File: src/source/execute_pkg.sv
// Execute stage shared types: micro-operation fields, unit encodings and data memory bus
package execute_pkg;

    localparam int XLEN = 32;

    typedef enum logic [2:0] {
        UNIT_NONE,
        UNIT_ALU,
        UNIT_MUL,
        UNIT_DIV,
        UNIT_LSU
    } unit_e;

    typedef enum logic [3:0] {
        ALU_ADD, ALU_SUB, ALU_AND, ALU_OR, ALU_XOR, ALU_SLL,
        ALU_SRL, ALU_SRA, ALU_SLT, ALU_SLTU, ALU_PASS_B
    } alu_op_e;

    typedef enum logic [3:0] {
        BR_NONE, BR_EQ, BR_NE, BR_LT, BR_GE, BR_LTU, BR_GEU, BR_JAL, BR_JALR
    } branch_op_e;

    typedef enum logic [1:0] {
        MUL_MUL, MUL_MULH, MUL_MULHSU, MUL_MULHU
    } mul_op_e;

    typedef enum logic [1:0] {
        DIV_DIV, DIV_DIVU, DIV_REM, DIV_REMU
    } div_op_e;

    typedef enum logic [2:0] {
        MEM_LB, MEM_LBU, MEM_LH, MEM_LHU, MEM_LW, MEM_SB, MEM_SH, MEM_SW
    } mem_op_e;

    typedef struct packed {
        unit_e      unit;
        alu_op_e    alu_op;
        branch_op_e branch_op;
        mul_op_e    mul_op;
        div_op_e    div_op;
        mem_op_e    mem_op;
        logic       rd_we;
        logic       link;       // Rd gets pc_next, not the unit result
    } uop_t;

    // Operand relation, worked out in decode
    typedef struct packed {
        logic lt;
        logic ltu;
        logic eq;
    } compare_t;

    typedef struct packed {
        logic            rd_we;
        logic            link;
        logic [4:0]      rd_addr;
        logic [XLEN-1:0] rd_value;
        logic [31:1]     pc_next;
    } writeback_t;

    typedef struct packed {
        logic            sel;
        logic            we;
        logic [XLEN-1:0] addr;    // Word aligned
        logic [XLEN-1:0] wdata;
        logic [3:0]      mask;    // One bit per byte lane
    } dmem_req_t;

    typedef struct packed {
        logic [XLEN-1:0] rdata;
        logic            stall;
    } dmem_rsp_t;

endpackage

File: src/source/alu.sv
// ALU: RV32I arithmetic, logic, shift and compare, also the adder for addresses and targets
module alu (
    input  execute_pkg::alu_op_e         op_i,
    input  logic [execute_pkg::XLEN-1:0] a_i,
    input  logic [execute_pkg::XLEN-1:0] b_i,
    output logic [execute_pkg::XLEN-1:0] result_o
);

    import execute_pkg::*;

    logic [4:0] shamt;

    assign shamt = b_i[4:0];

    always_comb begin
        case (op_i)
            ALU_ADD:  result_o = a_i + b_i;
            ALU_SUB:  result_o = a_i - b_i;
            ALU_AND:  result_o = a_i & b_i;
            ALU_OR:   result_o = a_i | b_i;
            ALU_XOR:  result_o = a_i ^ b_i;
            ALU_SLL:  result_o = a_i << shamt;
            ALU_SRL:  result_o = a_i >> shamt;
            ALU_SRA:  result_o = $signed(a_i) >>> shamt;
            ALU_SLT:  result_o = XLEN'($signed(a_i) < $signed(b_i));
            ALU_SLTU: result_o = XLEN'(a_i < b_i);
            default:  result_o = b_i;           // PASS_B for LUI
        endcase
    end

endmodule

File: src/source/multiplier.sv
// Multiplier: signed/unsigned 32x32 product through a valid-tagged pipeline
module multiplier #(
    parameter int MUL_STAGES = 2
) (
    input  logic                 clk_i,
    input  logic                 rst_i,
    input  logic                 start_i,
    input  execute_pkg::mul_op_e op_i,
    input  logic [31:0]          a_i,
    input  logic [31:0]          b_i,
    output logic [31:0]          result_o,
    output logic                 done_o
);

    import execute_pkg::*;

    typedef struct packed {
        logic        high;      // Upper word wanted
        logic [63:0] product;
    } stage_t;

    logic                  sign_a;
    logic                  sign_b;
    logic signed [32:0]    a_ext;
    logic signed [32:0]    b_ext;
    logic signed [65:0]    product_full;
    stage_t                stage_q [MUL_STAGES];
    logic [MUL_STAGES-1:0] valid_q;

    // MULHSU is signed times unsigned
    assign sign_a = (op_i == MUL_MULH) || (op_i == MUL_MULHSU);
    assign sign_b = (op_i == MUL_MULH);
    assign a_ext = {sign_a & a_i[31], a_i};
    assign b_ext = {sign_b & b_i[31], b_i};
    assign product_full = a_ext * b_ext;

    always_ff @(posedge clk_i) begin
        stage_q[0].high    <= (op_i != MUL_MUL);
        stage_q[0].product <= product_full[63:0];
        for (int i = 1; i < MUL_STAGES; i++) begin
            stage_q[i] <= stage_q[i-1];
        end
    end

    always_ff @(posedge clk_i) begin
        if (rst_i) begin
            valid_q <= '0;
        end else begin
            valid_q <= MUL_STAGES'({valid_q, start_i}); // Tag follows its product
        end
    end

    assign done_o   = valid_q[MUL_STAGES-1];
    assign result_o = stage_q[MUL_STAGES-1].high ? stage_q[MUL_STAGES-1].product[63:32]
                                                 : stage_q[MUL_STAGES-1].product[31:0];

endmodule

File: src/source/divider.sv
// Divider: iterative restoring divide giving RV32M quotient and remainder in 33 cycles
module divider (
    input  logic                 clk_i,
    input  logic                 rst_i,
    input  logic                 start_i,
    input  execute_pkg::div_op_e op_i,
    input  logic [31:0]          dividend_i,
    input  logic [31:0]          divisor_i,
    output logic [31:0]          result_o,
    output logic                 done_o
);

    import execute_pkg::*;

    typedef enum logic [1:0] {
        IDLE,
        RUN,
        DONE
    } state_e;

    state_e      state_q;
    logic [4:0]  count_q;
    div_op_e     op_q;
    logic [31:0] dividend_q;    // Kept for the divide-by-zero remainder
    logic [31:0] divisor_q;
    logic [31:0] quot_q;
    logic [31:0] rem_q;
    logic        zero_q;
    logic        quot_neg_q;
    logic        rem_neg_q;
    logic        is_signed;
    logic [31:0] dividend_abs;
    logic [31:0] divisor_abs;
    logic [33:0] trial;

    assign is_signed    = (op_i == DIV_DIV) || (op_i == DIV_REM);
    assign dividend_abs = (is_signed && dividend_i[31]) ? -dividend_i : dividend_i;
    assign divisor_abs  = (is_signed && divisor_i[31]) ? -divisor_i : divisor_i;

    // Shift in next dividend bit and try the subtract, bit 33 is the borrow
    assign trial = {1'b0, rem_q, quot_q[31]} - {2'b00, divisor_q};

    always_ff @(posedge clk_i) begin
        if (rst_i) begin
            state_q <= IDLE;
            count_q <= '0;
        end else begin
            case (state_q)
                IDLE: begin
                    count_q <= '0;
                    if (start_i) begin
                        state_q <= RUN;
                    end
                end
                RUN: begin
                    count_q <= count_q + 5'd1;
                    if (count_q == 5'd31) begin
                        state_q <= DONE;
                    end
                end
                default: state_q <= IDLE;
            endcase
        end
    end

    always_ff @(posedge clk_i) begin
        if (state_q == IDLE && start_i) begin
            op_q       <= op_i;
            dividend_q <= dividend_i;
            divisor_q  <= divisor_abs;
            quot_q     <= dividend_abs;     // Shifts out as quotient bits shift in
            rem_q      <= '0;
            zero_q     <= (divisor_i == '0);
            quot_neg_q <= is_signed && (dividend_i[31] ^ divisor_i[31]);
            rem_neg_q  <= is_signed && dividend_i[31];
        end else if (state_q == RUN) begin
            quot_q <= {quot_q[30:0], ~trial[33]};
            rem_q  <= trial[33] ? {rem_q[30:0], quot_q[31]} : trial[31:0];
        end
    end

    // Sign fix. Overflow falls out of the magnitude path unchanged
    always_comb begin
        case (op_q)
            DIV_DIV, DIV_DIVU: result_o = zero_q ? '1 : (quot_neg_q ? -quot_q : quot_q);
            default:           result_o = zero_q ? dividend_q : (rem_neg_q ? -rem_q : rem_q);
        endcase
    end

    assign done_o = (state_q == DONE);

endmodule

File: src/source/load_store_unit.sv
// Load-store unit: byte/half/word accesses on the L1 data port with lane alignment
module load_store_unit (
    input  logic                   clk_i,
    input  logic                   rst_i,
    input  logic                   start_i,
    input  execute_pkg::mem_op_e   op_i,
    input  logic [31:0]            addr_i,
    input  logic [31:0]            store_data_i,
    output logic [31:0]            result_o,
    output logic                   done_o,
    output execute_pkg::dmem_req_t dmem_req_o,
    input  execute_pkg::dmem_rsp_t dmem_rsp_i
);

    import execute_pkg::*;

    typedef enum logic [1:0] {
        IDLE,
        REQ,
        RESP
    } state_e;

    state_e      state_q;
    dmem_req_t   req_q;
    mem_op_e     op_q;
    logic [1:0]  lane_q;
    logic        is_store;
    logic [3:0]  mask;
    logic [31:0] load_word;

    assign is_store = (op_i inside {MEM_SB, MEM_SH, MEM_SW});

    always_comb begin
        case (op_i)
            MEM_SB:  mask = 4'b0001 << addr_i[1:0];
            MEM_SH:  mask = 4'b0011 << addr_i[1:0];
            default: mask = 4'b1111;
        endcase
    end

    always_ff @(posedge clk_i) begin
        if (rst_i) begin
            state_q   <= IDLE;
            req_q.sel <= 1'b0;
            req_q.we  <= 1'b0;
        end else begin
            case (state_q)
                IDLE: begin
                    if (start_i) begin
                        state_q     <= REQ;
                        req_q.sel   <= 1'b1;
                        req_q.we    <= is_store;
                        req_q.addr  <= {addr_i[31:2], 2'b00};
                        req_q.wdata <= store_data_i << {addr_i[1:0], 3'b000};
                        req_q.mask  <= mask;
                        op_q        <= op_i;
                        lane_q      <= addr_i[1:0];
                    end
                end
                REQ: begin
                    // Request stays put until memory takes it
                    if (!dmem_rsp_i.stall) begin
                        state_q   <= req_q.we ? IDLE : RESP;
                        req_q.sel <= 1'b0;
                        req_q.we  <= 1'b0;
                    end
                end
                default: state_q <= IDLE;
            endcase
        end
    end

    assign load_word = dmem_rsp_i.rdata >> {lane_q, 3'b000};

    always_comb begin
        case (op_q)
            MEM_LB:  result_o = {{24{load_word[7]}}, load_word[7:0]};
            MEM_LBU: result_o = {24'b0, load_word[7:0]};
            MEM_LH:  result_o = {{16{load_word[15]}}, load_word[15:0]};
            MEM_LHU: result_o = {16'b0, load_word[15:0]};
            default: result_o = load_word;
        endcase
    end

    // Stores end on accept, loads when data returns
    assign done_o = (state_q == RESP) || (state_q == REQ && !dmem_rsp_i.stall && req_q.we);
    assign dmem_req_o = req_q;

endmodule

File: src/source/execute_stage.sv
// Execute stage: ALU, branch resolve, multicycle units, result select and writeback register
module execute_stage #(
    parameter int MUL_STAGES = 2
) (
    input  logic                         clk_i,
    input  logic                         rst_i,
    input  execute_pkg::uop_t            uop_i,
    input  logic [4:0]                   rd_addr_i,
    input  logic [31:1]                  pc_next_i,
    input  logic [execute_pkg::XLEN-1:0] operand_a_i,
    input  logic [execute_pkg::XLEN-1:0] operand_b_i,
    input  logic [execute_pkg::XLEN-1:0] store_data_i,
    input  execute_pkg::compare_t        compare_i,
    output logic                         ready_o,
    output logic                         fwd_valid_o,
    output logic [execute_pkg::XLEN-1:0] fwd_value_o,
    output logic                         branch_taken_o,
    output logic [31:1]                  branch_target_o,
    output execute_pkg::writeback_t      wb_o,
    output execute_pkg::dmem_req_t       dmem_req_o,
    input  execute_pkg::dmem_rsp_t       dmem_rsp_i
);

    import execute_pkg::*;

    alu_op_e         alu_op;
    logic [XLEN-1:0] alu_result;
    logic [XLEN-1:0] mul_result;
    logic [XLEN-1:0] div_result;
    logic [XLEN-1:0] lsu_result;
    logic [XLEN-1:0] result;
    logic            mul_start;
    logic            div_start;
    logic            lsu_start;
    logic            mul_done;
    logic            div_done;
    logic            lsu_done;
    logic            launched_q;    // Current uop already started its unit

    // Address and target sums both go through the ALU adder
    assign alu_op = (uop_i.unit == UNIT_LSU || uop_i.branch_op != BR_NONE) ? ALU_ADD
                                                                           : uop_i.alu_op;

    alu alu_inst (
        .op_i     (alu_op),
        .a_i      (operand_a_i),
        .b_i      (operand_b_i),
        .result_o (alu_result)
    );

    assign mul_start = (uop_i.unit == UNIT_MUL) && !launched_q;
    assign div_start = (uop_i.unit == UNIT_DIV) && !launched_q;
    assign lsu_start = (uop_i.unit == UNIT_LSU) && !launched_q;

    multiplier #(
        .MUL_STAGES (MUL_STAGES)
    ) multiplier_inst (
        .clk_i    (clk_i),
        .rst_i    (rst_i),
        .start_i  (mul_start),
        .op_i     (uop_i.mul_op),
        .a_i      (operand_a_i),
        .b_i      (operand_b_i),
        .result_o (mul_result),
        .done_o   (mul_done)
    );

    divider divider_inst (
        .clk_i      (clk_i),
        .rst_i      (rst_i),
        .start_i    (div_start),
        .op_i       (uop_i.div_op),
        .dividend_i (operand_a_i),
        .divisor_i  (operand_b_i),
        .result_o   (div_result),
        .done_o     (div_done)
    );

    load_store_unit load_store_unit_inst (
        .clk_i        (clk_i),
        .rst_i        (rst_i),
        .start_i      (lsu_start),
        .op_i         (uop_i.mem_op),
        .addr_i       (alu_result),
        .store_data_i (store_data_i),
        .result_o     (lsu_result),
        .done_o       (lsu_done),
        .dmem_req_o   (dmem_req_o),
        .dmem_rsp_i   (dmem_rsp_i)
    );

    always_comb begin
        case (uop_i.unit)
            UNIT_MUL: ready_o = launched_q && mul_done;
            UNIT_DIV: ready_o = launched_q && div_done;
            UNIT_LSU: ready_o = launched_q && lsu_done;
            default:  ready_o = 1'b1;                   // Single cycle
        endcase
    end

    always_ff @(posedge clk_i) begin
        if (rst_i) begin
            launched_q <= 1'b0;
        end else if (ready_o) begin
            launched_q <= 1'b0;
        end else if (mul_start || div_start || lsu_start) begin
            launched_q <= 1'b1;
        end
    end

    always_comb begin
        case (uop_i.branch_op)
            BR_EQ:           branch_taken_o = compare_i.eq;
            BR_NE:           branch_taken_o = !compare_i.eq;
            BR_LT:           branch_taken_o = compare_i.lt;
            BR_GE:           branch_taken_o = !compare_i.lt;
            BR_LTU:          branch_taken_o = compare_i.ltu;
            BR_GEU:          branch_taken_o = !compare_i.ltu;
            BR_JAL, BR_JALR: branch_taken_o = 1'b1;
            default:         branch_taken_o = 1'b0;     // Never a spurious redirect
        endcase
    end

    assign branch_target_o = alu_result[31:1];

    always_comb begin
        case (uop_i.unit)
            UNIT_MUL: result = mul_result;
            UNIT_DIV: result = div_result;
            UNIT_LSU: result = lsu_result;
            default:  result = alu_result;
        endcase
    end

    assign fwd_valid_o = !(uop_i.unit inside {UNIT_MUL, UNIT_DIV, UNIT_LSU});
    assign fwd_value_o = result;

    always_ff @(posedge clk_i) begin
        if (rst_i) begin
            wb_o.rd_we <= 1'b0;
            wb_o.link  <= 1'b0;
        end else begin
            wb_o.rd_we <= ready_o && uop_i.rd_we;       // No write while waiting on a unit
            if (ready_o) begin
                wb_o.link     <= uop_i.link;
                wb_o.rd_addr  <= rd_addr_i;
                wb_o.rd_value <= result;
                wb_o.pc_next  <= pc_next_i;
            end
        end
    end

endmodule

File: config.mk
export PLATFORM = sky130hd
export DESIGN_NAME = execute_stage
export DESIGN_NICKNAME = d
export VERILOG_FILES = /design/src/source/execute_pkg.sv /design/src/source/alu.sv /design/src/source/multiplier.sv /design/src/source/divider.sv /design/src/source/load_store_unit.sv /design/src/source/execute_stage.sv
export SDC_FILE = /design/constraint.sdc
export NUM_CORES = 2
export LEC_CHECK = 0
export BUFFER_PORTS_ARGS = -buffer_cell sky130_fd_sc_hd__buf_2
export CAP_MARGIN = 20
export CORE_AREA = 2 2 487 489
export DETAILED_ROUTE_END_ITERATION = 12
export DIE_AREA = 0 0 489 491
export GPL_TIMING_DRIVEN = 1
export PLACE_DENSITY = 0.48
export SYNTH_ARGS = -nofsm -noshare
export SYNTH_HDL_FRONTEND = slang
export SYNTH_SLANG_ARGS = --single-unit
export TNS_END_PERCENT = 1
File: constraint.sdc
create_clock -name clk_i -period 13 [get_ports clk_i]
set_input_delay 0.65 -clock clk_i [delete_from_list [all_inputs] [get_ports clk_i]]
set_output_delay 0.65 -clock clk_i [all_outputs]
set_load 0.02 [all_outputs]
## Yosys cells after proc, flatten, opt, wreduce, memory -nomap -nowiden

Memory sizes are Yosys's and may differ from the RTL's.
Cells that the tools add are included.

| word-level totals | value |
|---|---|
| memories | 1 |
| flip-flop bits (word level) | 288 |
| logic and storage cells | 167 |
| input port bits | 190 |
| memory bits (writable) | 130 |

Memory list:

| name | depth | bits a word | read ports | clocked after memory_dff | wr ports | line | source |
|---|---|---|---|---|---|---|---|
| multiplier_inst.stage_q | 2 | 65 | 2 | 0 | 2 | multiplier.sv:27 | `stage_t stage_q [MUL_STAGES];` |

| operators by class | value |
|---|---|
| magnitude comparators | 2 |
| add/subtract/negate cells | 8 |
| eq/ne operators | 39 |
| multiplexer cells | 29 |
| shift operators | 7 |
| $mul | 1 |
| bitwise logic cells | 8 |
| reductions and logical operators | 47 |

Operators by type and width:

| operator | number |
|---|---|
| $mux W32 | 11 |
| $pmux W32 S10 | 1 |
| $neg A32 Y32 | 4 |
| $pmux W32 S4 | 1 |
| $pmux W32 S3 | 1 |
| $mux W70 | 1 |
| $lt A32 B32 Y1 | 2 |
| $mul A33 B33 Y64 | 1 |
| $shl A32 B5 Y32 | 2 |
| $shr A32 B5 Y32 | 2 |
| $sub A33 B32 Y34 | 1 |
| $add A32 B32 Y32 | 1 |
| $and A32 B32 Y32 | 1 |
| $eq A4 B3 Y1 const B | 8 |
| $logic_not A32 Y1 | 1 |
| $or A32 B32 Y32 | 1 |
| $sshr A32 B5 Y32 | 1 |
| $sub A32 B32 Y32 | 1 |
| $xor A32 B32 Y32 | 1 |
| $eq A4 B2 Y1 const B | 4 |
| $logic_and A1 B1 Y1 | 13 |
| $eq A3 B2 Y1 const B | 4 |
| $eq A3 B3 Y1 const B | 4 |
| $eq A4 B4 Y1 const B | 3 |
| other kinds (31) | 71 |

## Longest topological paths before layout

| depth | value |
|---|---|
| word-level depth | 9 |
| depth in mapped cells | 33 |
| depth with buffers taken out | 30 |

## By module

A second synthesis with hierarchy kept.

| second synthesis, totals | value |
|---|---|
| cells, all modules | 7514 |
| area total of the unflattened synthesis | 66623.9 sq um |

By module, submodules not included:

| module | area each (sq um) | cells each | instances | seq. area each (sq um) |
|---|---|---|---|---|
| multiplier | 41001.8 | 4430 | 1 | 2642.5 |
| divider | 10367.4 | 1214 | 1 | 3783.6 |
| alu | 8247.9 | 1340 | 1 | 0.0 |
| load_store_unit | 3783.6 | 308 | 1 | 2212.1 |
| execute_stage | 3223.1 | 222 | 1 | 2102.0 |

## Worst setup path before layout

Ideal clock, no wire load.

| path | value |
|---|---|
| kind | input -> register |
| from | in operand_b_i[3] (netlist bit) |
| to | mem multiplier_inst.stage_q[0][62] (netlist bit) |
| slack | 3.601 ns |
| arrival | 9.327 ns |
| library setup time | 0.072 ns |
| buffers on the path | 5 |
| stages on the path | 30 |
| cell sequence | clkbuf_1 clkbuf_1 buf_1 clkbuf_1 buf_1 nand3_1 inv_1 fa_1 fa_1 fa_1 inv_1 fa_1 inv_1 fa_1 fa_1 inv_1 fa_1 fa_1 inv_1 ha_1 a21o_1 a211o_1 a221o_1 o2111ai_1 a21oi_1 a211oi_1 o211a_1 o21bai_1 a21oi_1 xnor2_1 |

RTL lines:

| element | line | source |
|---|---|---|
| start: declaration | execute_stage.sv:11 | `input logic [execute_pkg::XLEN-1:0] operand_b_i,` |
| end: declaration | multiplier.sv:27 |  |

==> results.md <==
* Post-Syn Area at 65400 sq um
* Worst path max stage delay at 980 ps
* Sequential area share after synthesis at 0.164
* Worst EP arrival at 10600 ps
* Dpl hpwl at 251000 microns
* Hold Crit Class: input port to flop
* Max Used Layer: met5
* Most frequent cells in the layout: 1332 x inv_1, 1128 x fa_1, 955 x nand2_1, 684 x nor2_1, 386 x buf_2
* Fillers at 24.8k
* Area Overhead vs Synth at 11.4%
* Worst Path Max Fanout at 21
* GR Overflow Total at 0
* Iter 0 DRT Violations at 6468
* CP top delay family: adder cells
* Post-CTS setup buffer count at 0
* Gr usage total at 0.267
* First-pass GRT wire length at 454000 microns
* TritonCTS buffer count at 53
* Post-Synthesis Cells at 7322
* Final Hold Fails at 0
* Worst endpoint required time at 13600 ps
* Largest net degree at the start of global routing at 70
* Most common cell after layout, fill and taps aside: inv_1
* Core area at 235000 sq um
* Number of port buffers at 393
* Worst-path clk slew at 60 ps
* GPL Wtd Cong at 1.01
* Placed inst area at 70900 sq um
* Layout Cells excl Fill at 10.7k
* Synth Warn # at 0
* Worst path slowest cell: fa_1
* Final setup fails at 0
* Post-route design area at 72900 sq um
* M1 WL at 126000 microns
* Cts hold-fix bufs at 0
* I/O pin cnt at 396
* Final ANT Viol Nets at 0
* Clk_lat worst skew at 740 ps
* Hold WS at 104 ps
* RSZ-0062 raised after global routing: no
* Worst-Margin Slew at 1260 ps
* Die width at 489 microns
* NumNets Final at 9152
* Number of buffers and inverters on the critical path at 9
* Post-synth EDFFs at 239
* WL met3 at 36000 microns
* Maxcap violations at 0
* Routed vias at 57.3k
* Syn Area/Cell at 8.93 sq um
* TritonCTS clock tree: yes
* Resized cells post-CTS at 0
* Met2 WL post-DR at 142000 microns
* H-tree Lvls at 2
* Die Footprint at 240000 sq um
* CP Class: input port to flop
* Status: finished, final reports clean
* Row Count at 178
* Antenna violations before repair at 48
* Worst clock skew at 76.0 ps
* Detailed-route vias per instance at 5.35
* Max-slew violation count at 0
* Primary FF master, synth: edfxtp_1
* Fmax at 100 MHz
* Seq cells post-synth at 417
* Crit path time final at 10000 ps
* CTS root buffer: clkbuf_16
* Ys async rst share at 0
* Type of origin of the critical path: input port
* Drt wl/cell at 30.3 microns
* Final period util at 0.769
* Vias in the first global route at 57.9k
* Yosys cell types at 100
* Layout cell share with drive strength beyond 1 at 0.105
* Inst Count DP at 10.6k
* Endpoint class of the critical path: flop
* Starting Density at 0.279
* DRC viols at 0
* DR pass1 iterations at 6
* Bufs on Longest Clock Path at 3
* Final TNS setup at 0 ps
* Relative slew slack at 0.162
* Die height at 491 microns
* Clock Sinks at 417
* WL final at 325000 microns
[cell usage after synthesis (all sizes together) (30+ instances only)]
| cell type | count | area, sq um |
|---|---|---|
| a211oi | 39 | 305 |
| a21o | 58 | 435 |
| a21oi | 288 | 1450 |
| a221oi | 36 | 322 |
| a31oi | 38 | 238 |
| and2 | 30 | 188 |
| and3 | 35 | 219 |
| buf | 178 | 852 |
| clkbuf | 299 | 1120 |
| dfxtp | 178 | 3560 |
| edfxtp | 239 | 7180 |
| fa | 1128 | 22600 |
| ha | 349 | 4370 |
| inv | 1342 | 5040 |
| mux2i | 139 | 1390 |
| mux4 | 49 | 1100 |
| nand2 | 955 | 3580 |
| nand2b | 32 | 200 |
| nand3 | 65 | 330 |
| nor2 | 687 | 2580 |
| nor2b | 38 | 238 |
| nor3 | 62 | 315 |
| nor4 | 37 | 259 |
| o211ai | 30 | 225 |
| o21ai | 268 | 1350 |
| o22ai | 35 | 219 |
| o31ai | 38 | 285 |
| xnor2 | 159 | 1390 |
| xor2 | 72 | 631 |
[final cells by class]
class                   instances  area (sq um)  area share
multi-input cells            5072         47700       0.654
flip-flops and latches        417         10700       0.147
inverters                    1357          5090      0.0699
well taps                    3150          3940      0.0541
repair buffers                584          3500      0.0480
clock buffers                  65          1410      0.0193
clock inverters                34           500     0.00687
diodes                         21          52.6    0.000721
[flip-flops by register name (all words and copies together), names as in the netlist]
name,cells
launched_q,1
multiplier_inst.stage_q,130
load_store_unit_inst.lane_q,2
divider_inst.rem_q,32
divider_inst.state_q,2
divider_inst.quot_q,32
divider_inst.quot_neg_q,1
wb_o,70
divider_inst.count_q,5
load_store_unit_inst.state_q,2
load_store_unit_inst.op_q,3
divider_inst.zero_q,1
divider_inst.rem_neg_q,1
divider_inst.op_q,1
load_store_unit_inst.dmem_req_o,68
divider_inst.dividend_q,32
multiplier_inst.valid_q,2
divider_inst.divisor_q,32
[per-layer routing]
metal  GRT usage  vias to the layer above
li1            -                    23600
met1       0.342                    29400
met2       0.407                     3455
met3      0.0767                      798
met4       0.141                       46
met5           0                        -
[worst register-to-register path: cells and delay by family, from the launching register on]
| family | cells | cell delay, ps |
|---|---|---|
| AO/OA/AOI/OAI | 5 | 1610 |
| XOR/XNOR | 1 | 250 |
| buffers and inverters | 1 | 170 |
| flip-flops | 1 | 300 |
| AND/OR/NAND/NOR | 4 | 2170 |
[final timing paths]
kind / start / endpoint / slack, ps / cells past startpoint
worst max-delay path: uop_i[7] / multiplier_inst.stage_q[0][62] / 3000 / 31
worst min-delay path: uop_i[6] / divider_inst.op_q[1] / 100 / 1
worst max register to register: divider_inst.rem_q[14] / wb_o[62] / 8200 / 11
worst min register to register: multiplier_inst.stage_q[0][10] / multiplier_inst.stage_q[0][75] / 330 / 0
[cells by family after synthesis]
group,share of synthesized area
AOI/OAI and AO/OA,0.112
xor gates and xnor gates,0.0309
adders and majority gates,0.412
buffers and inverters,0.108
DFF,0.164
muxes,0.0412
other,0.0000573
and+or+nand+nor,0.132
[through the flow]
step | setup slack [ps] | util
floorplan | 3600 | -
global placement | 2440 | 0.302
detailed placement | 2400 | 0.302
CTS | 3080 | 0.310
global route | 2610 | 0.311
finish | 3000 | 0.311
Power is not shown: default switching activity piles up to over one toggle a cycle in this logic, so the estimate is an artifact.
